--- src/logic/sdram_tester_pkg.sv ---
package sdram_tester_pkg;

    localparam int ADDR_WIDTH      = 27;                           // Three switch chunks
    localparam int SWITCH_WIDTH    = 10;
    localparam int MAX_BURST_LIMIT = 16;                           // Buffer depth in the structs
    localparam int SIZE_WIDTH      = $clog2(MAX_BURST_LIMIT + 1);  // Holds 1..MAX_BURST_LIMIT
    localparam int INDEX_WIDTH     = $clog2(MAX_BURST_LIMIT);      // Byte index within a burst

    // Operator-driven sequence, same order as the original tester
    typedef enum logic [3:0] {
        idle     = 4'h0,
        address1 = 4'h1,  // Bits 9:0
        address2 = 4'h2,  // Bits 19:10
        address3 = 4'h3,  // Bits 26:20
        op_size  = 4'h4,
        op_mode  = 4'h5,
        rd_start = 4'h6,
        rd_wait  = 4'h7,
        rd_mode  = 4'h8,  // Stepping through the display
        pre_wr   = 4'h9,  // Data entry
        wr_start = 4'ha,
        wr_wait  = 4'hb
    } tester_state_t;

    typedef enum logic [1:0] {
        chunk_low  = 2'd0,
        chunk_mid  = 2'd1,
        chunk_high = 2'd2
    } addr_chunk_t;

    typedef logic [7:0] byte_t;

    // Request held steady by the datapath while the memory works on it
    typedef struct packed {
        logic [ADDR_WIDTH-1:0]            addr;
        logic [SIZE_WIDTH-1:0]            size;     // 1..MAX_BURST
        byte_t [MAX_BURST_LIMIT-1:0]      wr_data;  // Entry i goes to addr + i
    } mem_request_t;

    // One byte per cycle back from a read
    typedef struct packed {
        logic                   valid;
        logic [INDEX_WIDTH-1:0] index;
        byte_t                  data;
    } read_beat_t;

endpackage

--- src/logic/sdram_tester_df.sv ---
`timescale 1ns/1ps

module sdram_tester_df import sdram_tester_pkg::*; #(
    parameter int MAX_BURST = 8
) (
    input  logic                    clock,
    input  logic                    reset,
    input  logic [SWITCH_WIDTH-1:0] switches,
    input  logic                    addr_en,
    input  addr_chunk_t             addr_sel,
    input  logic                    size_en,
    input  logic                    wr_data_en,
    input  logic                    cnt_en,
    input  logic                    cnt_rst,
    input  read_beat_t              read_beat,
    output mem_request_t            request,
    output logic                    op_end,
    output byte_t                   display
);

    localparam int HIGH_CHUNK = ADDR_WIDTH - 2 * SWITCH_WIDTH;  // 7 bits

    logic [ADDR_WIDTH-1:0]       address;
    logic [SIZE_WIDTH-1:0]       size;
    logic [SIZE_WIDTH-1:0]       size_next;
    logic [SIZE_WIDTH-1:0]       counter;
    logic [INDEX_WIDTH-1:0]      byte_index;
    byte_t [MAX_BURST_LIMIT-1:0] wr_buffer;
    byte_t [MAX_BURST_LIMIT-1:0] rd_buffer;

    // Address built from three switch chunks
    always_ff @(posedge clock or posedge reset) begin
        if (reset) begin
            address <= '0;
        end else if (addr_en) begin
            case (addr_sel)
                chunk_low:  address[SWITCH_WIDTH-1:0] <= switches;
                chunk_mid:  address[2*SWITCH_WIDTH-1:SWITCH_WIDTH] <= switches;
                chunk_high: address[ADDR_WIDTH-1:2*SWITCH_WIDTH] <= switches[HIGH_CHUNK-1:0];
                default:    address <= address;
            endcase
        end
    end

    // Zero means one byte, anything past the limit means a full burst
    always_comb begin
        if (switches == '0) begin
            size_next = SIZE_WIDTH'(1);
        end else if (switches > SWITCH_WIDTH'(MAX_BURST)) begin
            size_next = SIZE_WIDTH'(MAX_BURST);
        end else begin
            size_next = switches[SIZE_WIDTH-1:0];
        end
    end

    always_ff @(posedge clock or posedge reset) begin
        if (reset) begin
            size <= '0;
        end else if (size_en) begin
            size <= size_next;
        end
    end

    always_ff @(posedge clock or posedge reset) begin
        if (reset) begin
            counter <= '0;
        end else if (cnt_rst) begin
            counter <= '0;
        end else if (cnt_en) begin
            counter <= counter + SIZE_WIDTH'(1);
        end
    end

    assign byte_index = counter[INDEX_WIDTH-1:0];
    assign op_end     = (counter == size - SIZE_WIDTH'(1));  // Last byte of the burst

    always_ff @(posedge clock or posedge reset) begin
        if (reset) begin
            wr_buffer <= '0;
        end else if (wr_data_en) begin
            wr_buffer[byte_index] <= switches[7:0];
        end
    end

    // Beats arrive with their own index
    always_ff @(posedge clock or posedge reset) begin
        if (reset) begin
            rd_buffer <= '0;
        end else if (read_beat.valid) begin
            rd_buffer[read_beat.index] <= read_beat.data;
        end
    end

    always_comb begin
        request.addr    = address;
        request.size    = size;
        request.wr_data = wr_buffer;
    end

    assign display = rd_buffer[byte_index];

endmodule

--- config.mk ---
export PLATFORM = sky130hd
export DESIGN_NAME = sdram_tester_df
export DESIGN_NICKNAME = d
export VERILOG_FILES = /design/src/logic/sdram_tester_pkg.sv /design/src/logic/sdram_tester_df.sv
export SDC_FILE = /design/constraint.sdc
export NUM_CORES = 1
export LEC_CHECK = 0
export BUFFER_PORTS_ARGS = -buffer_cell sky130_fd_sc_hd__buf_4
export CAP_MARGIN = 20
export CORE_ASPECT_RATIO = 1.1
export CORE_MARGIN = 2
export CORE_UTILIZATION = 51
export DETAILED_ROUTE_END_ITERATION = 10
export PLACE_DENSITY = 0.76
export SETUP_SLACK_MARGIN = 0.02
export SLEW_MARGIN = 20
export SYNTH_ARGS = -nofsm -noshare
export SYNTH_HDL_FRONTEND = slang
export SYNTH_SLANG_ARGS = --single-unit
--- constraint.sdc ---
create_clock -name clock -period 9.5 [get_ports clock]
set_input_delay 0.95 -clock clock [delete_from_list [all_inputs] [get_ports clock]]
set_output_delay 0.95 -clock clock [all_outputs]
set_load 0.02 [all_outputs]
After elaboration in Yosys (flattened, before gate mapping)
Index checks and enable logic that the tools add are counted.
Operators by class
  $add $sub $neg: 2
  order comparisons: 5
  eq/ne operators: 3
  multiplexer cells: 12
  reduce and logical (&&, ||, !) cells: 8
Operator list (count)
  128-bit bitwise mux: 2
  8-bit demux with 4-bit select: 2
  8-bit binary-select mux with 4-bit select: 1
  8-bit 2-to-1 mux: 3
  5-bit 2-to-1 mux: 4
  10-bit by 4-bit greater-than comparator with 1-bit output, second input constant: 1
  10-bit zero test: 1
  4-bit by 5-bit less-than comparator with 1-bit output, second input constant: 2
  4-bit by 1-bit greater-or-equal comparator with 1-bit output, second input constant: 2
  2-bit AND reduction: 3
  5-bit by 1-bit adder with 5-bit output, second input constant: 1
  5-bit equality test: 1
  5-bit by 1-bit subtractor with 5-bit output, second input constant: 1
  2-bit by 1-bit equality test with 1-bit output, second input constant: 1
  2-bit equality test, second input constant: 1
  1-bit logical AND: 2
  2-bit zero test: 1
  2-bit nonzero test: 1
Word-level totals
  bits in registers: 293
  input port bits: 32
  output and inout bits: 169
  logic and storage cells: 67

Depth between registers and ports, before layout
Gate-level depths: netlist of run 1.
  depth in word-level cells: 5
  gate-level depth with buffers: 7

Least setup slack after synthesis of run 1
No wires, ideal clock.
  path type: register to output
  start point: reg size[0]
  end point: out op_end
  arrival time: 1.648 ns
  data required time: 8.550 ns
  setup slack: 6.902 ns
  cell stages (with the launch flop): 6
  path buffers: 0
  path through: dfrtp_1 -> inv_1 -> ha_1 -> xnor3_1 -> nand3_1 -> nor3_1
Between the ends
  longest elaborated chain between the ends: 2
Ends and longest elaborated chain
  start, declared: RTL line sdram_tester_df.sv:24  | logic [SIZE_WIDTH-1:0] size;
  start signal, assigned: RTL line sdram_tester_df.sv:60  | size <= size_next;
  5-bit by 1-bit subtractor with 5-bit output: RTL line sdram_tester_df.sv:75  | assign op_end = (counter == size - SIZE_WIDTH'(1));
  5-bit equality test: RTL line sdram_tester_df.sv:75
  end, declared: RTL line sdram_tester_df.sv:17  | output logic op_end,
Every way passes these cells.

Worst setup path in the final report of run 1
  start point: reg counter[0]
  end point: out display[1]
Between the ends
  longest elaborated chain between the ends: 2
Ends and longest elaborated chain
  start, declared: RTL line sdram_tester_df.sv:26  | logic [SIZE_WIDTH-1:0] counter;
  start signal, assigned: RTL line sdram_tester_df.sv:70  | counter <= counter + SIZE_WIDTH'(1);
  8-bit binary-select mux with 4-bit select: RTL line sdram_tester_df.sv:100  | assign display = rd_buffer[byte_index];
  8-bit 2-to-1 mux (implied by the code): RTL line sdram_tester_df.sv:100
  end, declared: RTL line sdram_tester_df.sv:18  | output byte_t display
Every way passes these cells. The select of a mux whose other input is x is not followed.

==> reports/qor.yml, run 1 <==
final_layout:
  area_growth_pct: 21.1
  drive_above_1_share_pct: 59.2
  multi_input_area_um2: 4680
  nNetsFinal: 1002
  fillers: 1791
  n_antenna_cell: 0
  seq_area_um2: 7330
worst_setup_path:
  crit_required_ns: 8.55
  crit_path_end_kind: "primary output"
  slowest_delay_ns: 0.59
  reg2reg_depth: 3
  critPathMaxFanout: 38
  path_cells: "buf_4 > mux4_2 > a22oi_1 > nand2_1 > buf_4"
  startpoint_type: "flop"
  cpMostUsedCell: "buf_4"
  worstPathArrival_ns: 2.71
  path_class: "reg -> out"
  cp_slowest_cell: "mux4_2"
routing:
  routed-via-count: 7348
  drt_iter0_markers: 373
  firstDrtPassIters: 4
  avgRoutedWirePerCell_um: 22.7
  remaining_drc_errors: 0
  wl_mm: 29.3
  antenna_left: 0
  via_per_inst: 5.69
sta:
  slew_headroom_pct: 23.4
  fin_ws_ns: 5.84
  holdWs_ns: 0.502
  fmax_mhz: 273
  post-route-min-period_ns: 3.66
  post-route-period-util_pct: 38.5
  slew_violations: 0
  setup_tns_ns: 0
  clock_skew_ns: 0.0282
  worst_pin_slew_ns: 1.15
  rsz0062_at_grt: "false"
  hold_viol: 0
  setup_violations: 0
place:
  port_buffers: 200
  hpwl_mm: 19.3
  gp_congestion: 0.778
  pre_cts_ws_ns: 6.43
power_and_ir_drop:
  seq_power_share_pct: 47.1
  p_leak_nw: 7.09
  vdd_drop_max_mv: 0.194
  comb_power_share_pct: 20.1
  power.switching_mw: 0.893
  switching_share_pct: 26.9
  power_density_nw_per_um2: 223
  p_int_mw: 2.43
  clkPwrFrac_pct: 32.8
synthesis:
  ys_types: 34
  ys_ff_latch: 293
  yosysSeqAreaShare_pct: 59.6
  syn_avg_cell_area_um2: 15.7
  synth_area_um2: 12300
  synth_cells: 781
  synth_warnings: 0
  syn_nets: 818
clocking:
  clkTransAtPathRegs_ns: 0.06
  cts_tree: "done"
  cts_resized: 0
  clock-sinks: 293
  htree_num_levels: 1
  hold_buffers: 0
  cts_buffer_depth: 3
  cts_root_buf: "clkbuf_16"
  clkLatencyLatePin_ns: 0.56
  numCtsBuffers: 29
  post_cts_buffers: 0
run_status:
  status: "finished clean"
die:
  io_pins: 201
  dieArea_um2: 25400
  fp.dieW_um: 152
  die_y_um: 167
  initial_core_util_pct: 51.9
  coreArea_um2: 23700
  fp-row-count: 59
grt:
  grt_first_pass_wirelength_mm: 46.1
  antenna_found_initial: 0
  grt_overflow: 0
  grt_max_degree: 152
  grt_pass1_vias: 7601
  track_usage_pct: 23.3
flow_run:
  cap_violations: 0
min_path:
  hold_class: "in -> async"
power by group through the flow:
stage	Clock [mW]	Combinational, mW	Sequential, mW
after floorplan	0	0.344	1.65
after global placement	0	0.659	1.58
after detailed placement	0	0.675	1.58
after CTS	1.11	0.677	1.56
after global routing	1.16	0.712	1.59
final	1.09	0.668	1.56
kinds of logic (layout without fill, tap and decap cells):
logic type / count (synthesis) / count (layout) / share of synthesized area [%]
muxes: 316 / 316 / 31.8
DFF: 293 / 293 / 59.6
adders and majority gates: 5 / 5 / 0.509
buffers and inverters: 60 / 266 / 2.31
xor gates and xnor gates: 11 / 11 / 0.895
and+or+nand+nor: 75 / 75 / 3.61
AOI/OAI and AO/OA: 21 / 21 / 1.22
layout make-up:
type | instances | share of cell area [%]
well taps | 305 | 2.56
multi-input cells | 428 | 31.4
clock buffers | 45 | 5.81
clock inverters | 8 | 0.294
repair buffers | 207 | 10.5
flip-flops and latches | 293 | 49.2
inverters | 6 | 0.235
routing by layer:
| layer | wire [um] | up-vias | global-route usage [%] | share of wire, % |
|---|---|---|---|---|
| met3 | 1950 | 46 | 4.09 | 6.6 |
| met4 | 660 | 0 | 6.34 | 2.3 |
| met2 | 14300 | 248 | 38.3 | 49 |
| li1 | - | 3192 | - | - |
| met5 | 0 | - | 0 | 0 |
| met1 | 12400 | 3862 | 32.3 | 42 |
worst max-delay path, delay by kind of cell (launching register included):
family,cells,cell delay (ns)
AO/OA/AOI/OAI,1,0.31
multiplexers,1,0.59
flip-flops,1,0.33
buffers and inverters,2,0.74
AND/OR/NAND/NOR,1,0.15
flip-flops by register name (all words and copies together), names as in the netlist:
register / cells
request: 128
counter: 5
address: 27
rd_buffer: 128
size: 5
worst paths after layout:
| check | startpoint | slack, ns | endpoint |
|---|---|---|---|
| worst min register to register | rd_buffer[49] | 0.50 | rd_buffer[49] |
| worst max-delay path | counter[0] | 5.84 | display[1] |
| max in group asynchronous | reset | 7.70 | counter[0] |
| worst max register to register | counter[2] | 7.02 | request[24] |
| worst min-delay path | reset | 0.50 | request[89] |
| min in group clock | rd_buffer[49] | 0.50 | rd_buffer[49] |
placed cells by master (no fill, tap or decap), drive strengths merged, types with 2 or more instances in the layout:
cell      n
xor2      5
nand3b    4
buf     207
a22oi    16
nand2    14
clkinv    8
nor2b     4
nor3b     3
nor3      3
nand2b    4
xnor2     5
nor2     18
mux4     32
and3      4
o22ai     3
nand4     2
clkbuf   45
ha        5
nand3    14
or3       3
dfrtp   293
inv       6
mux2    283
through the flow:
step | utilization [%] | instances | total power [mW] | area (um2)
6_report | 62.9 | 1292 | 3.32 | 14900
5_1_grt | 62.9 | 1292 | 3.46 | 14900
4_1_cts | 62.8 | 1292 | 3.34 | 14900
3_5_place_dp | 59.0 | 1239 | 2.26 | 14000
3_3_place_gp | 59.0 | 1239 | 2.24 | 14000
2_1_floorplan | - | 781 | 1.99 | 12300
cell usage after synthesis (all sizes together):
master,instances,area share (%)
a22oi,16,0.98
a31oi,1,0.051
and2,1,0.051
and3,4,0.20
buf,26,1.3
clkbuf,28,0.85
dfrtp,293,60
ha,5,0.51
inv,6,0.18
mux2,283,26
mux2i,1,0.081
mux4,32,5.9
nand2,14,0.43
nand2b,4,0.20
nand3,14,0.94
nand3b,4,0.24
nand4,2,0.10
nor2,18,0.73
nor2b,4,0.20
nor3,3,0.12
nor3b,3,0.18
nor4,1,0.051
o21ai,1,0.041
o22ai,3,0.15
or3,3,0.15
xnor2,5,0.36
xnor3,1,0.18
xor2,5,0.36
Note: power is estimated with default switching activity, not from simulation.
==> run 2, diff against run 1 <==
--- a/config.mk
+++ b/config.mk
@@ -9,9 +9,9 @@
 export CAP_MARGIN = 20
 export CORE_ASPECT_RATIO = 1.1
 export CORE_MARGIN = 2
-export CORE_UTILIZATION = 51
+export CORE_UTILIZATION = 56
 export DETAILED_ROUTE_END_ITERATION = 10
-export PLACE_DENSITY = 0.76
+export PLACE_DENSITY = 0.79
 export SETUP_SLACK_MARGIN = 0.02
 export SLEW_MARGIN = 20
 export SYNTH_ARGS = -nofsm -noshare
==> constraint.sdc (replaced) <==
create_clock -name clock -period 3.4 [get_ports clock]
set_input_delay 0.34 -clock clock [delete_from_list [all_inputs] [get_ports clock]]
set_output_delay 0.34 -clock clock [all_outputs]
set_load 0.02 [all_outputs]
==> reports/qor.yml, run 2 (synthesized netlist as in run 1, its figures left out) <==
worst_setup_path:
  reg2reg_slack_ns: 1.18
  cp_slowest_cell: "mux4_2"
  crit_path_end_kind: "primary output"
  startpoint_type: "flop"
  crit_buf_inv: 2
  worstPathArrival_ns: 2.48
  crit_family: "multiplexers"
  critPathMaxFanout: 12
  path_cells: "buf_4 > mux4_2 > a22oi_1 > nand2_1 > buf_4"
  timing.rr.end: "request[22]"
  slowest_delay_ns: 0.53
  reg2reg_depth: 4
  path_class: "reg -> out"
  r2r_start: "counter[1]"
  cpMostUsedCell: "buf_4"
  crit_required_ns: 3.06
min_path:
  hold_class: "in -> reg"
  min_from: "size_en"
  hold_depth: 2
  holdPathEnd: "size[4]"
sta:
  rsz0062_at_grt: "false"
  setup_violations: 0
  fmax_mhz: 355
  post-route-min-period_ns: 2.82
  hold_viol: 0
  post-route-period-util_pct: 82.9
  slew_violations: 0
  clock_skew_ns: 0.00712
  holdWs_ns: 0.0452
  slew_headroom_pct: 40.1
  worst_pin_slew_ns: 0.897
place:
  gp_congestion: 0.753
  hpwl_mm: 19.1
  port_buffers: 200
routing:
  via_per_inst: 5.72
  drt_iter0_markers: 343
  avgRoutedWirePerCell_um: 22.1
  wl_mm: 28.3
  firstDrtPassIters: 4
  routed-via-count: 7328
  remaining_drc_errors: 0
  antenna_left: 0
final_layout:
  nNetsFinal: 1007
  area_growth_pct: 21.8
  final_cell_mix: "dfrtp_1, mux2_2, buf_4"
  fin_util_pct: 69.9
  n_antenna_cell: 0
  final_common_cell: "dfrtp_1"
  drive_above_1_share_pct: 59.0
grt:
  grt_pass1_vias: 7765
  grt_max_degree: 96
  track_usage_pct: 24.5
  antenna_found_initial: 0
  grt_overflow: 0
  grt_first_pass_wirelength_mm: 45.0
power_and_ir_drop:
  p_leak_nw: 7.13
  vdd_drop_max_mv: 0.506
  power_mw: 9.38
  power_density_nw_per_um2: 626
clocking:
  clkLatencyLatePin_ns: 0.53
  cts_buffer_depth: 3
  cts_tree: "done"
  numCtsBuffers: 28
  cts_root_buf: "clkbuf_16"
  cts_resized: 0
  htree_num_levels: 1
  post_cts_buffers: 0
  clock-sinks: 293
  clkTransAtPathRegs_ns: 0.06
die:
  fp-row-count: 56
  coreArea_um2: 21400
  initial_core_util_pct: 57.4
  die_y_um: 159
  dieArea_um2: 23200
  fp.dieW_um: 145
  io_pins: 201
flow_run:
  cap_violations: 0
run_status:
  status: "finished clean"
==> run 2: repair_timing <==
item	4_1_cts	5_1_grt
endpoints found under the hold margin	28	0
hold buffers	2	0
endpoints found under the setup margin	0	0
==> run 2: worst max path at each step <==
stage,depth (start not counted),startpoint,end
6_report,5,counter[0],display[1]
3_5_place_dp,5,counter[0],display[1]
2_1_floorplan,1,reset,address[0]
3_3_place_gp,5,counter[0],display[1]
5_1_grt,5,counter[0],display[5]
4_1_cts,5,counter[0],display[1]
==> run 2: metrics by stage <==
stage / area, um2 / setup WS (ns) / TNS, ns / instances
final: 15000 / 0.582 / 0 / 1282
after detailed placement: 14000 / 1.10 / 0 / 1228
after global placement: 14000 / 1.11 / 0 / 1228
after floorplan: 12300 / -0.829 / -242.94 / 781
after global routing: 15000 / 0.464 / 0 / 1282
after CTS: 15000 / 0.534 / 0 / 1282
==> run 2: area by class of cell <==
class	instances	area, um2
tap	290	363
timing repair buffer	213	1640
clock inverter	7	85.1
fill	1503	6460
sequential	293	7330
clock buffer	45	846
inverter	6	26.3
multi-input combinational	428	4680
==> run 2: power by group <==
part | leakage, nW | internal [mW] | switching (mW)
logic | 2.92 | 0.984 | 0.898
clock network | 0.460 | 1.85 | 1.27
registers | 3.75 | 4.06 | 0.315
total | 7.13 | 6.89 | 2.49
==> run 2: per-layer routing <==
metal	vias to the layer above	routed length [um]	global-route usage (%)
met5	-	0	0
met4	0	609	6.51
met3	51	1430	3.78
met1	3830	12100	33.2
met2	247	14200	41.7
li1	3200	-	-
==> run 3, diff against run 2 <==
==> constraint.sdc (replaced) <==
create_clock -name clock -period 2.9 [get_ports clock]
set_input_delay 0.29 -clock clock [delete_from_list [all_inputs] [get_ports clock]]
set_output_delay 0.29 -clock clock [all_outputs]
set_load 0.02 [all_outputs]
==> reports/qor.yml, run 3 (synthesized netlist as in run 1, its figures left out) <==
final_layout:
  drive_above_1_share_pct: 59.5
  n_antenna_cell: 0
  final_common_cell: "dfrtp_1"
  final_cell_mix: "dfrtp_1, mux2_2, buf_4"
  fillers: 1460
  fin_util_pct: 70.5
  nNetsFinal: 1011
  fin_cells: 1285
  area_growth_pct: 22.9
worst_setup_path:
  crit_path_end_kind: "primary output"
  worstPathArrival_ns: 2.48
  crit_required_ns: 2.61
  critPathMaxFanout: 25
  startpoint_type: "flop"
  path_class: "reg -> out"
  reg2reg_slack_ns: 0.69
min_path:
  hold_class: "in -> reg"
sta:
  rsz0062_at_grt: "false"
  setup_tns_ns: 0
  hold_viol: 0
  worst_pin_slew_ns: 0.618
  post-route-min-period_ns: 2.77
  post-route-period-util_pct: 95.4
  slew_headroom_pct: 58.7
  clock_skew_ns: 0.00914
  fmax_mhz: 362
  setup_violations: 0
  fin_ws_ns: 0.134
  slew_violations: 0
  holdWs_ns: 0.0178
power_and_ir_drop:
  p_leak_nw: 7.19
  power_density_nw_per_um2: 744
  vdd_drop_max_mv: 0.531
clocking:
  clkTransAtPathRegs_ns: 0.06
  cts_root_buf: "clkbuf_16"
  cts_tree: "done"
  cts_buffer_depth: 3
  clkLatencyLatePin_ns: 0.53
  htree_num_levels: 1
  numCtsBuffers: 28
  clock-sinks: 293
grt:
  grt_pass1_vias: 7858
  antenna_found_initial: 0
  track_usage_pct: 24.9
  grt_overflow: 0
  grt_max_degree: 84
  grt_first_pass_wirelength_mm: 45.7
routing:
  routed-via-count: 7287
  antenna_left: 0
  remaining_drc_errors: 0
  firstDrtPassIters: 4
  drt_iter0_markers: 434
  avgRoutedWirePerCell_um: 22.2
  wl_mm: 28.5
  via_per_inst: 5.67
place:
  dp.cells: 1231
  hpwl_mm: 19.6
  pre_cts_ws_ns: 0.601
  port_buffers: 200
  gp_congestion: 0.784
die:
  io_pins: 201
  fp-row-count: 56
  dieArea_um2: 23200
  fp.dieW_um: 145
  die_y_um: 159
  initial_core_util_pct: 57.4
  coreArea_um2: 21400
flow_run:
  cap_violations: 0
run_status:
  status: "finished clean"
==> run 3: metrics by stage <==
stage               power [mW]  cell area [um2]
detailed placement        7.43            14100
global route              11.7            15100
floorplan                 6.53            12300
global placement          7.35            14100
CTS                       11.3            15100
finish                    11.2            15100
==> run 3: routing by layer <==
layer	track usage [%]	routed length (um)
met4	6.91	622
met5	0	0
met2	43.1	14400
met1	32.7	11700
met3	4.56	1770
==> run 3: power by group <==
group	internal (mW)	leakage, nW	switching, mW	total, mW
Combinational	1.16	2.95	1.04	2.20
Clock	2.38	0.498	1.51	3.89
Sequential	4.76	3.75	0.391	5.15
==> run 3: worst paths after layout <==
path | startpoint | endpoint | cells after the start
min in group asynchronous | reset | request[58] | 3
max in group asynchronous | reset | rd_buffer[31] | 4
hold reg to reg | request[34] | request[34] | 1
setup reg to reg | counter[1] | request[26] | 3
hold / removal | switches[9] | address[9] | 2
setup / recovery | counter[0] | display[6] | 5
==> run 3: worst max-delay path, stage by stage, from the launching register on <==
cell	delay [ns]
dfrtp_4	0.58
buf_12	0.26
mux4_2	0.52
a22oi_1	0.28
nand2_1	0.12
buf_4	0.17
==> run 3: layout make-up <==
class / count / area, um2 / area share, %
clock buffer: 42 / 855 / 5.65
clock inverter: 9 / 149 / 0.985
inverter: 6 / 26.3 / 0.174
multi-input combinational: 428 / 4680 / 31.0
sequential: 293 / 7340 / 48.5
tap: 290 / 363 / 2.40
timing repair buffer: 217 / 1700 / 11.2
==> run 3: timing repair <==
item,in CTS,in global routing
hold buffers,3,0
hold endpoints to repair,20,0
endpoints found under the setup margin,1,0
resized for setup,1,0
buffers inserted,0,0
