## src/logic/sdram_tester_pkg.sv

```systemverilog
package sdram_tester_pkg;

    localparam int ADDR_WIDTH      = 27;                           // Three switch chunks
    localparam int SWITCH_WIDTH    = 10;
    localparam int MAX_BURST_LIMIT = 16;                           // Buffer depth in the structs
    localparam int SIZE_WIDTH      = $clog2(MAX_BURST_LIMIT + 1);  // Holds 1..MAX_BURST_LIMIT
    localparam int INDEX_WIDTH     = $clog2(MAX_BURST_LIMIT);      // Byte index within a burst

    // Operator-driven sequence, same order as the original tester
    typedef enum logic [3:0] {
        idle     = 4'h0,
        address1 = 4'h1,  // Bits 9:0
        address2 = 4'h2,  // Bits 19:10
        address3 = 4'h3,  // Bits 26:20
        op_size  = 4'h4,
        op_mode  = 4'h5,
        rd_start = 4'h6,
        rd_wait  = 4'h7,
        rd_mode  = 4'h8,  // Stepping through the display
        pre_wr   = 4'h9,  // Data entry
        wr_start = 4'ha,
        wr_wait  = 4'hb
    } tester_state_t;

    typedef enum logic [1:0] {
        chunk_low  = 2'd0,
        chunk_mid  = 2'd1,
        chunk_high = 2'd2
    } addr_chunk_t;

    typedef logic [7:0] byte_t;

    // Request held steady by the datapath while the memory works on it
    typedef struct packed {
        logic [ADDR_WIDTH-1:0]            addr;
        logic [SIZE_WIDTH-1:0]            size;     // 1..MAX_BURST
        byte_t [MAX_BURST_LIMIT-1:0]      wr_data;  // Entry i goes to addr + i
    } mem_request_t;

    // One byte per cycle back from a read
    typedef struct packed {
        logic                   valid;
        logic [INDEX_WIDTH-1:0] index;
        byte_t                  data;
    } read_beat_t;

endpackage

```

## src/logic/sdram_tester_uc.sv

```systemverilog
`timescale 1ns/1ps

module sdram_tester_uc import sdram_tester_pkg::*; (
    input  logic        clock,
    input  logic        reset,
    input  logic        switch_mode,  // 1 selects write
    input  logic        enter,        // One-cycle strobe from the operator
    input  logic        op_end,
    input  logic        busy,
    output logic        rd_en,
    output logic        wr_en,
    output logic        op_rst,
    output logic        addr_en,
    output addr_chunk_t addr_sel,
    output logic        size_en,
    output logic        wr_data_en,
    output logic        cnt_en,
    output logic        cnt_rst,
    output logic        show_read,
    output logic        tester_idle
);

    tester_state_t state;
    tester_state_t next_state;

    always_ff @(posedge clock or posedge reset) begin
        if (reset) begin
            state <= idle;
        end else begin
            state <= next_state;
        end
    end

    always_comb begin
        next_state = state;  // Hold unless a condition below fires
        rd_en      = 1'b0;
        wr_en      = 1'b0;
        op_rst     = 1'b0;
        addr_en    = 1'b0;
        addr_sel   = chunk_low;
        size_en    = 1'b0;
        wr_data_en = 1'b0;
        cnt_en     = 1'b0;
        cnt_rst    = 1'b0;
        case (state)
            idle: begin
                if (enter) begin
                    next_state = address1;
                end
            end
            address1: begin
                if (enter) begin
                    addr_en    = 1'b1;  // Low chunk is the default select
                    next_state = address2;
                end
            end
            address2: begin
                if (enter) begin
                    addr_en    = 1'b1;
                    addr_sel   = chunk_mid;
                    next_state = address3;
                end
            end
            address3: begin
                if (enter) begin
                    addr_en    = 1'b1;
                    addr_sel   = chunk_high;
                    next_state = op_size;
                end
            end
            op_size: begin
                if (enter) begin
                    size_en    = 1'b1;
                    next_state = op_mode;
                end
            end
            op_mode: begin
                cnt_rst = 1'b1;  // Data entry starts at byte 0
                if (enter) begin
                    if (switch_mode) begin
                        next_state = pre_wr;
                    end else begin
                        next_state = rd_start;
                    end
                end
            end
            rd_start: begin
                rd_en = 1'b1;  // Held until the memory takes it
                if (busy) begin
                    next_state = rd_wait;
                end
            end
            rd_wait: begin
                cnt_rst = 1'b1;  // Display starts at byte 0
                if (!busy) begin
                    op_rst     = 1'b1;  // Frees the memory for the next request
                    next_state = rd_mode;
                end
            end
            rd_mode: begin
                cnt_en = enter;  // Next byte on the display
                if (enter && op_end) begin
                    next_state = idle;
                end
            end
            pre_wr: begin
                wr_data_en = enter;
                cnt_en     = enter;
                if (enter && op_end) begin
                    next_state = wr_start;
                end
            end
            wr_start: begin
                wr_en = 1'b1;
                if (busy) begin
                    next_state = wr_wait;
                end
            end
            wr_wait: begin
                if (!busy) begin
                    op_rst     = 1'b1;
                    next_state = idle;
                end
            end
            default: begin
                next_state = idle;  // Unreachable encodings
            end
        endcase
    end

    assign show_read   = (state == rd_mode);
    assign tester_idle = (state == idle);

endmodule

```

## config.mk

```make
export PLATFORM = sky130hd
export DESIGN_NAME = sdram_tester_uc
export DESIGN_NICKNAME = d
export VERILOG_FILES = /design/src/logic/sdram_tester_pkg.sv /design/src/logic/sdram_tester_uc.sv
export SDC_FILE = /design/constraint.sdc
export NUM_CORES = 1
export LEC_CHECK = 0
export CELL_PAD_IN_SITES_DETAIL_PLACEMENT = 1
export CELL_PAD_IN_SITES_GLOBAL_PLACEMENT = 1
export CORE_AREA = 5 5 42 44
export CTS_CLUSTER_SIZE = 10
export DETAILED_ROUTE_END_ITERATION = 7
export DIE_AREA = 0 0 47 49
export DONT_BUFFER_PORTS = 1
export PLACE_DENSITY_LB_ADDON = 0.05
export SETUP_SLACK_MARGIN = 0.1
export SYNTH_ARGS = -nofsm -noshare
export SYNTH_HDL_FRONTEND = slang
export SYNTH_SLANG_ARGS = --single-unit
export TNS_END_PERCENT = 100
```

## constraint.sdc

```tcl
create_clock -name clock -period 3.77 [get_ports clock]
set_input_delay 0.1885 -clock clock [delete_from_list [all_inputs] [get_ports clock]]
set_output_delay 0.1885 -clock clock [all_outputs]
set_load 0.02 [all_outputs]
```

# Yosys cells after proc, flatten, opt, wreduce, memory -nomap -nowiden
# Index checks and enable logic that the tools add are counted.
[op_classes] eq_ne=23 n_mux=27 reduce_logical=7
[ops] cell="$mux 4" count=13
[ops] cell="$pmux 4 s12" count=1
[ops] cell="$ne 2x2->1 const B" count=11
[ops] cell="$eq 4x3->1 const B" count=4
[ops] cell="$eq 4x4->1 const B" count=4
[ops] cell="$reduce_and 12->1" count=1
[ops] cell="$mux 1" count=11
[ops] cell="$eq 4x2->1 const B" count=2
[ops] cell="$reduce_or 2->1" count=3
[ops] cell="$eq 4x1->1 const B" count=1
[ops] cell="$logic_not 4->1" count=1
[ops] cell="$pmux 2 s2" count=1
[ops] cell="$reduce_or 3->1" count=1
[ops] cell="$mux 2" count=1
[ops] cell="$ne 2x1->1 const B" count=1
[ops] cell="$logic_and 1x1->1" count=1
[totals] ff_bits=4

# Logic depth before layout (Yosys ltp)
# Gate-level depths: netlist of run 1.
[logic_depth] ltp_word=3 ltp_mapped=5 mapped_depth_nobuf=4

# Worst setup path after synthesis of run 1
# Ideal clock, no wire load.
[synth_path] path_type="reg-to-output" start="reg state[0]" end="out size_en" t_arrival_ns=1.348 path_slack_ns=2.234 stages_incl_launch_ff=5 n_path_buf=1 cell_sequence="dfrtp_1 > clkbuf_1 > nor2_1 > nand2_1 > nor3b_1"
[synth_between] elab_chain_cells=2
[synth_lines] element="start, declared" line_no="sdram_tester_uc.sv:23" text="tester_state_t state;"
[synth_lines] element="start signal, assigned" line_no="sdram_tester_uc.sv:28" text="state <= idle;"
[synth_lines] element="start signal, assigned" line_no="sdram_tester_uc.sv:30" text="state <= next_state;"
[synth_lines] element="$eq 4x3->1" line_no="sdram_tester_uc.sv:45" text="case (state)"
[synth_lines] element="$mux 1" line_no="sdram_tester_uc.sv:45"
[synth_lines] element="end, declared" line_no="sdram_tester_uc.sv:15" text="output logic size_en,"
# Every way passes these cells.

# Worst setup path in the final report of run 1
[layout_path] start="reg state[2]" end="out op_rst"
[layout_between] elab_chain_cells=3
[layout_lines] element="$eq 4x4->1 / $eq 4x3->1 (equally long branches)" line_no="sdram_tester_uc.sv:45"
[layout_lines] element="$reduce_or 2->1 (no source line) (*)"
[layout_lines] element="$mux 1 (*)"
[layout_lines] element="end, declared" line_no="sdram_tester_uc.sv:12" text="output logic op_rst,"
# Every way passes the cells marked *; elsewhere a longest branch is shown, timed or not.

==> metrics.md, run 1 <==
| Metric | Value |
|---|---|
| First-pass GRT wire length | 1810 um |
| Critical path type | flip-flop to primary output |
| Peak per-stage delay on the critical path | roughly 0.6 ns |
| Vias in the first global route | 391 |
| CP arrival | ~1.8 ns |
| Vias per cell | between 5 and 6 |
| Final WS setup | between 1.5 and 2 ns |
| Area of the multi-input gates | 298 um^2 |
| H-tree Lvls | 1 |
| Leakage | 0.200 nW |
| Per-cell routed wire length | 15.8 um |
| Antenna Violating Nets Remaining | 0 |
| Post-Syn Instances | 53 |
| Top cell type's share of synthesized area | 0.231 |
| Final setup viols | 0 |
| Fillers | 175 |
| Post-synthesis sequential area ratio | 0.231 |
| Pre-CTS WS | 2.04 ns |
| Max Fclk | 504 MHz |
| Sw frac | 0.515 |
| Antenna violations before repair | 0 |
| Min cycle time layout | 1.99 ns |
| Std cell rows | 14 |
| Max Slew Vio Count | 0 |
| Largest net degree at the start of global routing | 16 |
| Core Area | 1400 um^2 |
| Main synth FF type | dfrtp_1 |
| Worst Setup Start Kind | flip-flop |
| Internal power | 0.203 mW |
| Width of the die | 47 um |
| Final net count | 61 |
| Switching pwr | 0.216 mW |
| Post-route DRC | 0 |
| Largest Register | state |
| Seq cells post-synth | 4 |
| Drt pass-1 iters | 4 |
| Number of enable flip-flop cells after synthesis | 0 |
| Top-count cell post-synth | nor2_1 |
| PD cells | between 900 and 1000 nW/um^2 |
| Peak VDD IR | 0.217 mV |
| Syn Area/Cell | 8.17 um^2 |
| Slew at the pin closest to its max-slew limit | 0.885 ns |
| Regs by FF count | state x4 |
| HP Class | input pin to flip-flop |
| Commonest cells in the netlist | nor2_1, dfrtp_1, nand2_1 |
| Final wirelength | 1090 um |
| Port bufs | 0 |
| Maximum clock path buffer count | 2 |
| Clk pwr share | 0.121 |
| # clock sinks | 4 |
| Iteration-0 DRC Markers | 4 |
| CTS tree | done |
| Max Cap Violations | 0 |
| Slew margin rel. | 0.404 |
| Cell Area, Synth | 433 um^2 |
| HPWL Detailed | 849 um |
| P&R area growth vs syn | 6.65% |
| CTS Root Cell | clkbuf_4 |
| RSZ-0062 raised after global routing | no |
| Clock latency on the worst-skew pair | 0.23 ns |
| WP data required | 3.58 ns |
| Outcome | complete, no violations |
| Combinational Power Share | 0.560 |
| Seq. cell area | 100 um^2 |
| Setup_tns | 0 ns |
| Chip Height | 49 um |
| Die ar. | 2300 um^2 |
| Cts repair resizes | 0 |
| Tcrit/Tclk final | 0.527 |
| TritonCTS Buffers | 3 |
| Max reg flops | 4 |
| Yosys warns | 0 |
| Final Hold Fails | 0 |
| Share of layout cells above drive strength 1 | 0.170 |
| Slowest-stage cell, CP | dfrtp_1 |
| GRT Overall Usage | 0.109 |
| Clk_skew | 0.00325 ns |
| Vias | ~390 |
| Top cell type by total area after synthesis | dfrtp_1 |
| GRT overflow | 0 |
| Max FO, Critical Path | 15 |
| CP cell instances | and2b_1 > o21ai_2 > nor3b_1 |
| Ys async rst share | 1.00 |
| Syn nets | 59 |
| Setup crit end kind | primary output |
| Sequential share of power | 0.319 |
| IO Count | 18 |
| # diodes | 0 |
| Post-synthesis cell type count | 30 |
| Routability Congestion | between 0.7 and 0.8 |
| Starting Density | 0.309 |
| Largest cells by area after synthesis | dfrtp_1, mux2_4, mux2i_1 |
| Worst-path clk slew | 0.04 ns |
cells by family after synthesis:
group | share of synthesized area
compound gates | 0.185
xor+xnor | 0.0405
fa+ha+maj | 0.0260
buf+inv | 0.0809
flops | 0.231
mux | 0.116
simple gates | 0.321
path summary, 6_finish.rpt:
check	startpoint	to	slack, ns	depth (start not counted)
hold reg to reg	state[3]$_DFFE_PP0P_	state[3]$_DFFE_PP0P_	0.76	1
hold / removal	switch_mode	state[0]$_DFFE_PP0P_	0.21	2
max in group asynchronous	reset	state[1]$_DFFE_PP0P_	3.34	2
setup reg to reg	state[2]$_DFFE_PP0P_	state[3]$_DFFE_PP0P_	2.03	4
setup / recovery	state[2]$_DFFE_PP0P_	op_rst	1.78	3
min in group asynchronous	reset	state[2]$_DFFE_PP0P_	0.28	2
timing repair:
item / 4_1_cts / 5_1_grt
endpoints found under the hold margin: 4 / 0
hold buffers: 1 / 0
buffers inserted: 0 / 0
worst max-delay path: cells and delay by family (launching register included):
family / cells / cell delay [ns]
compound gates: 1 / 0.11
simple gates: 2 / 0.85
flops: 1 / 0.60
layout make-up:
| type | count | share of cell area |
|---|---|---|
| Multi-Input combinational cell | 42 | 0.645 |
| Sequential cell | 4 | 0.217 |
| Clock buffer | 3 | 0.0488 |
| Tap cell | 16 | 0.0434 |
| Inverter | 3 | 0.0244 |
| Timing Repair Buffer | 1 | 0.0217 |
per-stage QoR:
step | std cells | util | power (mW) | instance area (um^2) | hold WS (ns)
after floorplan | 53 | - | 0.336 | 433 | -0.0454
after global placement | 65 | 0.306 | 0.361 | 429 | -0.0367
after detailed placement | 65 | 0.306 | 0.371 | 429 | -0.0336
after CTS | 69 | 0.329 | 0.426 | 462 | 0.210
after global routing | 69 | 0.329 | 0.453 | 462 | 0.217
final | 69 | 0.329 | 0.420 | 462 | 0.206
power groups by stage:
stage	registers, mW	clock network, mW	logic [mW]
2_1_floorplan	0.0837	0	0.253
3_3_place_gp	0.129	0	0.232
3_5_place_dp	0.135	0	0.236
4_1_cts	0.134	0.0533	0.239
5_1_grt	0.141	0.0572	0.255
6_report	0.134	0.0506	0.235
cells in the final DEF, fill, tap and decap left out:
master,Yosys,final
nor2_1,5,5
nor4_1,1,1
mux2i_1,2,2
and2b_1,1,1
a21oi_1,2,2
a221o_1,1,1
nor3_1,2,2
dfrtp_1,4,4
clkbuf_4,0,3
or2b_1,2,2
dlygate4sd3_1,0,1
nand2_1,4,4
xnor2_1,1,1
inv_1,3,3
o21ai_2,1,1
o32a_2,1,1
and2_1,2,2
xor2_1,1,1
maj3_2,1,1
nand2b_1,2,2
and3_1,2,2
nand3b_1,1,1
a31oi_1,1,1
nor2b_1,1,1
o21ai_4,1,1
mux2_4,2,2
o211ai_1,1,1
nor3b_1,2,2
o21ai_0,2,2
layer usage:
metal  part of all wire  GRT usage  up-vias
met5                  0          0        -
met4              0.013     0.0691        0
met3              0.048     0.0295        2
met2               0.48      0.147       11
met1               0.46      0.146      188
li1                   -          -      185
(Power assumes the default switching activity.)
==> run 2, diff against run 1 <==
clock period = 2 ns   (was 3.77 ns; I/O delays follow)
==> metrics.md, run 2 (same netlist as run 1, synthesis figures left out) <==
| Metric | Value |
|---|---|
| Outcome | complete, no violations |
| Final Hold Fails | 0 (unchanged) |
| Clock latency on the worst-skew pair | 0.23 ns (about the same) |
| HP Class | input pin to flip-flop |
| Worst reg2reg endpoint | state[3]$_DFFE_PP0P_ |
| Min cycle time layout | about 1.7 ns |
| Share of layout cells above drive strength 1 | 0.254 (+0.0844) |
| Largest net degree at the start of global routing | 16 (unchanged) |
| # diodes | 0 (unchanged) |
| Post-route DRC | 0 (unchanged) |
| Setup crit end kind | flip-flop |
| Iteration-0 DRC Markers | 4 (unchanged) |
| Chip Height | 49 um (unchanged) |
| Most frequent cells in the layout | buf_4, nor2_1, nand2_1, dfrtp_1 |
| GRT Overall Usage | 0.114 (+0.00494) |
| Final wirelength | 1220 um (+12%) |
| Antenna violations before repair | 0 (unchanged) |
| Dpl cell area | 474 um^2 (+10%) |
| Fillers | 182 (+4.0%) |
| Max reg flops | 4 (unchanged) |
| Drt pass-1 iters | 2 (-2) |
| Hold Crit Endpoint | state[0]$_DFFE_PP0P_ |
| Tcrit/Tclk final | 0.871 |
| # clock sinks | 4 (unchanged) |
| H-tree Lvls | 1 (unchanged) |
| Regs by FF count | state x4 |
| HPWL Detailed | 941 um (+11%) |
| Area of the multi-input gates | 298 um^2 (unchanged) |
| Max FO, Critical Path | 15 (unchanged) |
| Met1 usage | 0.149 (+0.00222) |
| Std cell rows | 14 (unchanged) |
| Hold path cells | 2 (unchanged) |
| Fin area | 507 um^2 (+9.8%) |
| Critical path type | flip-flop to flip-flop |
| Antenna Violating Nets Remaining | 0 (unchanged) |
| WP data required | 2.11 ns (-1.47 ns) |
| Flop2flop setup slack | 0.26 ns (-1.77 ns) |
| PD cells | 1680 nW/um^2 (+84%) |
| CTS Root Cell | clkbuf_4 |
| Vias per cell | 5.44 (-2.8%) |
| Maximum clock path buffer count | 2 (unchanged) |
| CP arrival | 1.85 ns (+0.05 ns) |
| Port bufs | 0 (unchanged) |
| Final setup viols | 0 (unchanged) |
| P&R area growth vs syn | 17.1% |
| Largest Register | state |
| Vias in the first global route | 420 (+7.4%) |
| First-pass GRT wire length | 1950 um (+7.2%) |
| Width of the die | 47 um (unchanged) |
| Global routing's busiest layer | met2 |
| Seq. cell area | 100 um^2 (unchanged) |
| Per-cell routed wire length | 16.3 um (+3.0%) |
| Reg2reg start | state[2]$_DFFE_PP0P_ |
| Setup_tns | 0 ns (unchanged) |
| Global Route met3 Usage | 0.0295 (unchanged) |
| GRT overflow | 0 (unchanged) |
| Die ar. | 2300 um^2 (unchanged) |
| Max Cap Violations | 0 (unchanged) |
| Routability Congestion | 0.725 (+1.1%) |
| Worst-path clk slew | 0.04 ns (about the same) |
| Core Area | 1400 um^2 (unchanged) |
| Peak VDD IR | 0.408 mV (+88%) |
| Most common library cell in the layout ignoring fill and taps | buf_4 |
| R2R depth | 4 (unchanged) |
| Slew margin rel. | 0.697 (+0.293) |
| Fin Hold WS | 0.118 ns (-0.0875 ns) |
| Max Fclk | 574 MHz |
| TritonCTS Buffers | 3 (unchanged) |
| Starting Density | 0.309 (unchanged) |
| IO Count | 18 (unchanged) |
| RSZ-0062 raised after global routing | no |
| CTS tree | done |
| M2 GR Usage | 0.174 (+0.0271) |
| Worst Setup Start Kind | flip-flop |
| Slew at the pin closest to its max-slew limit | 0.455 ns (-0.431 ns) |
| Leakage | 0.231 nW (+16%) |
| Hold Path Origin | switch_mode |
| Vias | 408 (+5.7%) |
| Clk_skew | 0.000461 ns (-0.00278 ns) |
| Max Slew Vio Count | 0 (unchanged) |
| Final net count | 67 (+9.8%) |
[run 2: metal layers]
metal / part of all wire / wire (um) / up-vias
met5: 0 / 0 / -
met4: 0.011 / 14 / 0
met1: 0.44 / 532 / 200
li1: - / - / 194
met2: 0.50 / 607 / 12
met3: 0.055 / 67 / 2
[run 2: final cells by class]
cell class	count	area share
Clock buffer	3	0.0444
Inverter	3	0.0222
Multi-Input combinational cell	42	0.588
Sequential cell	4	0.198
Tap cell	16	0.0395
Timing Repair Buffer	7	0.109
[run 2: through the flow]
step / power, mW / setup slack [ns] / utilization / cells
after global routing: 0.910 / 0.132 / 0.362 / 75
after floorplan: 0.634 / 0.476 / - / 53
after global placement: 0.730 / 0.321 / 0.338 / 71
after CTS: 0.856 / 0.244 / 0.362 / 75
after detailed placement: 0.747 / 0.277 / 0.338 / 71
final: 0.849 / 0.258 / 0.362 / 75
[run 2: how the worst max path moves through the flow]
stage / startpoint / to / slack [ns] / cells past startpoint
2_1_floorplan: state[3]$_DFFE_PP0P_ / state[2]$_DFFE_PP0P_ / 0.48 / 5
3_3_place_gp: state[2]$_DFFE_PP0P_ / state[3]$_DFFE_PP0P_ / 0.32 / 4
3_5_place_dp: state[2]$_DFFE_PP0P_ / state[3]$_DFFE_PP0P_ / 0.28 / 4
4_1_cts: state[2]$_DFFE_PP0P_ / op_rst / 0.24 / 4
5_1_grt: state[2]$_DFFE_PP0P_ / op_rst / 0.13 / 4
6_report: state[2]$_DFFE_PP0P_ / state[3]$_DFFE_PP0P_ / 0.26 / 4
[run 2: repair_timing]
action | CTS | global route
setup buffers | 0 | 0
gates resized for setup | 0 | 0
endpoints found under the hold margin | 4 | 0
hold buffers | 1 | 0
[run 2: worst max-delay path, stage by stage, from the launching register on]
cell and delay, ns:
dfrtp_1 0.53, or2b_1 0.31, o32a_2 0.35, o21ai_4 0.11, mux2_4 0.32
[run 2: report_power, final]
group | internal (mW) | switching, mW
clock | 0.0671 | 0.0330
sequential | 0.117 | 0.112
combinational | 0.243 | 0.278
==> run 3, diff against run 2 <==
ABC_AREA = 1   (was unset)
ABC_CLOCK_PERIOD_IN_PS = 2000   (was unset)
CORE_AREA = 2 2 39 41   (was 5 5 42 44)
DIE_AREA = 0 0 41 43   (was 0 0 47 49)
==> metrics.md, run 3 <==
| Metric | Value |
|---|---|
| Top-count cell post-synth | nand2_1 |
| Cell Area, Synth | 440 um^2 (+1.7%) |
| GRT Overall Usage | 0.181 (+0.0676) |
| Worst-path clk slew | 0.04 ns (about the same) |
| Hold path cells | 4 (+2) |
| Ys async rst share | 1.00 (unchanged) |
| Largest net degree at the start of global routing | 7 (-9) |
| Post-synthesis cell type count | 15 (-50%) |
| Hold Crit Endpoint | state[0]$_DFFE_PP0P_ |
| Port bufs | 0 (unchanged) |
| Clock latency on the worst-skew pair | 0.23 ns (about the same) |
| Vias per cell | 4.77 (-12%) |
| First-pass GRT wire length | 2150 um (+10%) |
| Family with the most delay on the worst path | simple AND/OR/NAND/NOR gates |
| # diodes | 0 (unchanged) |
| Regs by FF count | state x4 |
| Syn nets | 81 (+37%) |
| Yosys warns | 0 (unchanged) |
| Flop2flop setup slack | 0.72 ns (+0.46 ns) |
| Peak per-stage delay on the critical path | 0.49 ns (-0.04 ns) |
| Core Area | 1380 um^2 (-1.2%) |
| Fin area | 500 um^2 (-1.2%) |
| Slew at the pin closest to its max-slew limit | 0.628 ns (+0.173 ns) |
| Top cell type by total area after synthesis | dfrtp_1 |
| Commonest cells in the netlist | nand2_1, nor2_1, nand3_1 |
| Share of layout cells above drive strength 1 | 0.225 (-0.0292) |
| Max Slew Vio Count | 0 (unchanged) |
| Peak VDD IR | 0.474 mV (+16%) |
| Number of enable flip-flop cells after synthesis | 0 (unchanged) |
| Reg2reg start | state[2]$_DFFE_PP0P_ |
| Pre-CTS WS | 0.653 ns (+0.376 ns) |
| # clock sinks | 4 (unchanged) |
| RSZ-0062 raised after global routing | no |
| Syn Area/Cell | 5.87 um^2 (-28%) |
| CP arrival | 1.47 ns (-0.38 ns) |
| GRT overflow | 0 (unchanged) |
| Max Fclk | 637 MHz (+11%) |
| Final wirelength | 1180 um (-3.8%) |
| Vias in the first global route | 491 (+17%) |
| Routability Congestion | 0.700 (-3.4%) |
| Max reg flops | 4 (unchanged) |
| Maximum clock path buffer count | 2 (unchanged) |
| Seq cells post-synth | 4 (unchanged) |
| IO Count | 18 (unchanged) |
| Post-CTS Setup Inserts | 0 (unchanged) |
| CTS Root Cell | clkbuf_4 |
| CP cell instances | nor2_1 > inv_2 > nor3_1 |
| Post-route DRC | 0 (unchanged) |
| Starting Density | 0.318 (+0.00934) |
| Final setup viols | 0 (unchanged) |
| Top cell type's share of synthesized area | 0.227 (-0.00394) |
| Largest cells by area after synthesis | dfrtp_1, nand2_1, nor2_1 |
| Chip Height | 43 um (-12%) |
| Cts repair resizes | 0 (unchanged) |
| Vias | 458 (+12%) |
| Most frequent cells in the layout | nand2_1, nor2_1, nand3_1 |
| Tot Pwr | 0.768 mW (-9.6%) |
| Worst reg2reg endpoint | state[3]$_DFFE_PP0P_ |
| WP data required | 1.90 ns (-0.21 ns) |
| Max FO, Critical Path | 6 (-9) |
| Tcrit/Tclk final | 0.786 (-0.0854) |
| Outcome | complete, no violations |
| R2R depth | 8 (+4) |
| HPWL Detailed | 1050 um (+11%) |
| Dpl cell area | 468 um^2 (-1.3%) |
| Setup crit end kind | primary output |
| Slowest-stage cell, CP | nor3_1 |
| Max Cap Violations | 0 (unchanged) |
| Antenna Violating Nets Remaining | 0 (unchanged) |
| PD cells | 1530 nW/um^2 (-8.5%) |
| HP Class | input pin to flip-flop |
| Final Hold Fails | 0 (unchanged) |
| Worst setup path start | state[2]$_DFFE_PP0P_ |
| Worst path bufs/invs | 1 (+1) |
| Antenna violations before repair | 0 (unchanged) |
| Width of the die | 41 um (-13%) |
| Final net count | 88 (+31%) |
| Per-cell routed wire length | 12.3 um (-25%) |
| Most common library cell in the layout ignoring fill and taps | nand2_1 |
| Clk_skew | 0.00200 ns (+0.00154 ns) |
| Std cell rows | 14 (unchanged) |
| Setup_tns | 0 ns (unchanged) |
| H-tree Lvls | 1 (unchanged) |
| Slew margin rel. | 0.578 (-0.119) |
| Hold Path Origin | switch_mode |
| Fin Hold WS | 0.159 ns (+0.0406 ns) |
| Post-synthesis sequential area ratio | 0.227 (-0.00394) |
| Drt pass-1 iters | 1 (-1) |
| Largest Register | state |
| Iteration-0 DRC Markers | 0 (-4) |
| Leakage | 0.271 nW (+17%) |
| Final WS setup | 0.429 ns (+0.171 ns) |
| Worst Setup Start Kind | flip-flop |
| Post-Syn Instances | 75 (+42%) |
| Main synth FF type | dfrtp_1 |
| TritonCTS Buffers | 3 (unchanged) |
| Min cycle time layout | 1.57 ns (-0.171 ns) |
| Die ar. | 1760 um^2 (-23%) |
| CTS tree | done |
| Critical path type | flip-flop to primary output |
| P&R area growth vs syn | 13.6% |
[run 3: worst max-delay path by stage]
stage / slack [ns] / cells after the start / endpoint
after floorplan: 0.76 / 3 / addr_sel[0]
after global placement: 0.67 / 3 / addr_sel[0]
after detailed placement: 0.65 / 3 / addr_sel[0]
after CTS: 0.39 / 3 / addr_sel[0]
after global routing: 0.30 / 3 / addr_sel[0]
final: 0.43 / 3 / addr_sel[0]
[run 3: tightest hold or removal path: cells and delay by family]
kind	cells	cell delay, ns
and+or+nand+nor	4	0.24
[run 3: per-layer routing]
layer  vias to the layer above  GRT usage  part of all wire
met5                         -          0                 0
met4                         0      0.100                 0
met3                         0     0.0314             0.026
met2                        10      0.294              0.54
met1                       204      0.211              0.43
li1                        244          -                 -
[run 3: layout make-up]
| class | count | area, um^2 |
|---|---|---|
| fill | 191 | 883 |
| sequential | 4 | 100 |
| inverter | 12 | 45.0 |
| tap | 16 | 20.0 |
| timing repair buffer | 2 | 17.5 |
| multi-input combinational | 59 | 295 |
| clock buffer | 3 | 22.5 |
[run 3: cells by family after synthesis]
logic type | after synthesis | share of synthesized area
buf+inv | 12 | 0.102
simple gates | 57 | 0.636
flops | 4 | 0.227
compound gates | 2 | 0.0341
[run 3: where the power goes]
part | switching [mW] | leakage, nW | internal, mW | total [mW]
sequential | 0.0575 | 0.0512 | 0.118 | 0.175
clock | 0.0291 | 0.0138 | 0.0668 | 0.0960
combinational | 0.358 | 0.206 | 0.138 | 0.496
[run 3: timing repair]
action | CTS | global route
hold buffers | 1 | 0
setup endpoints to repair | 0 | 0
hold endpoints to repair | 4 | 0
[run 3: metrics by stage]
stage,util,instances
after CTS,0.362,96
after global routing,0.362,96
after floorplan,-,75
final,0.362,96
after global placement,0.338,92
after detailed placement,0.338,92
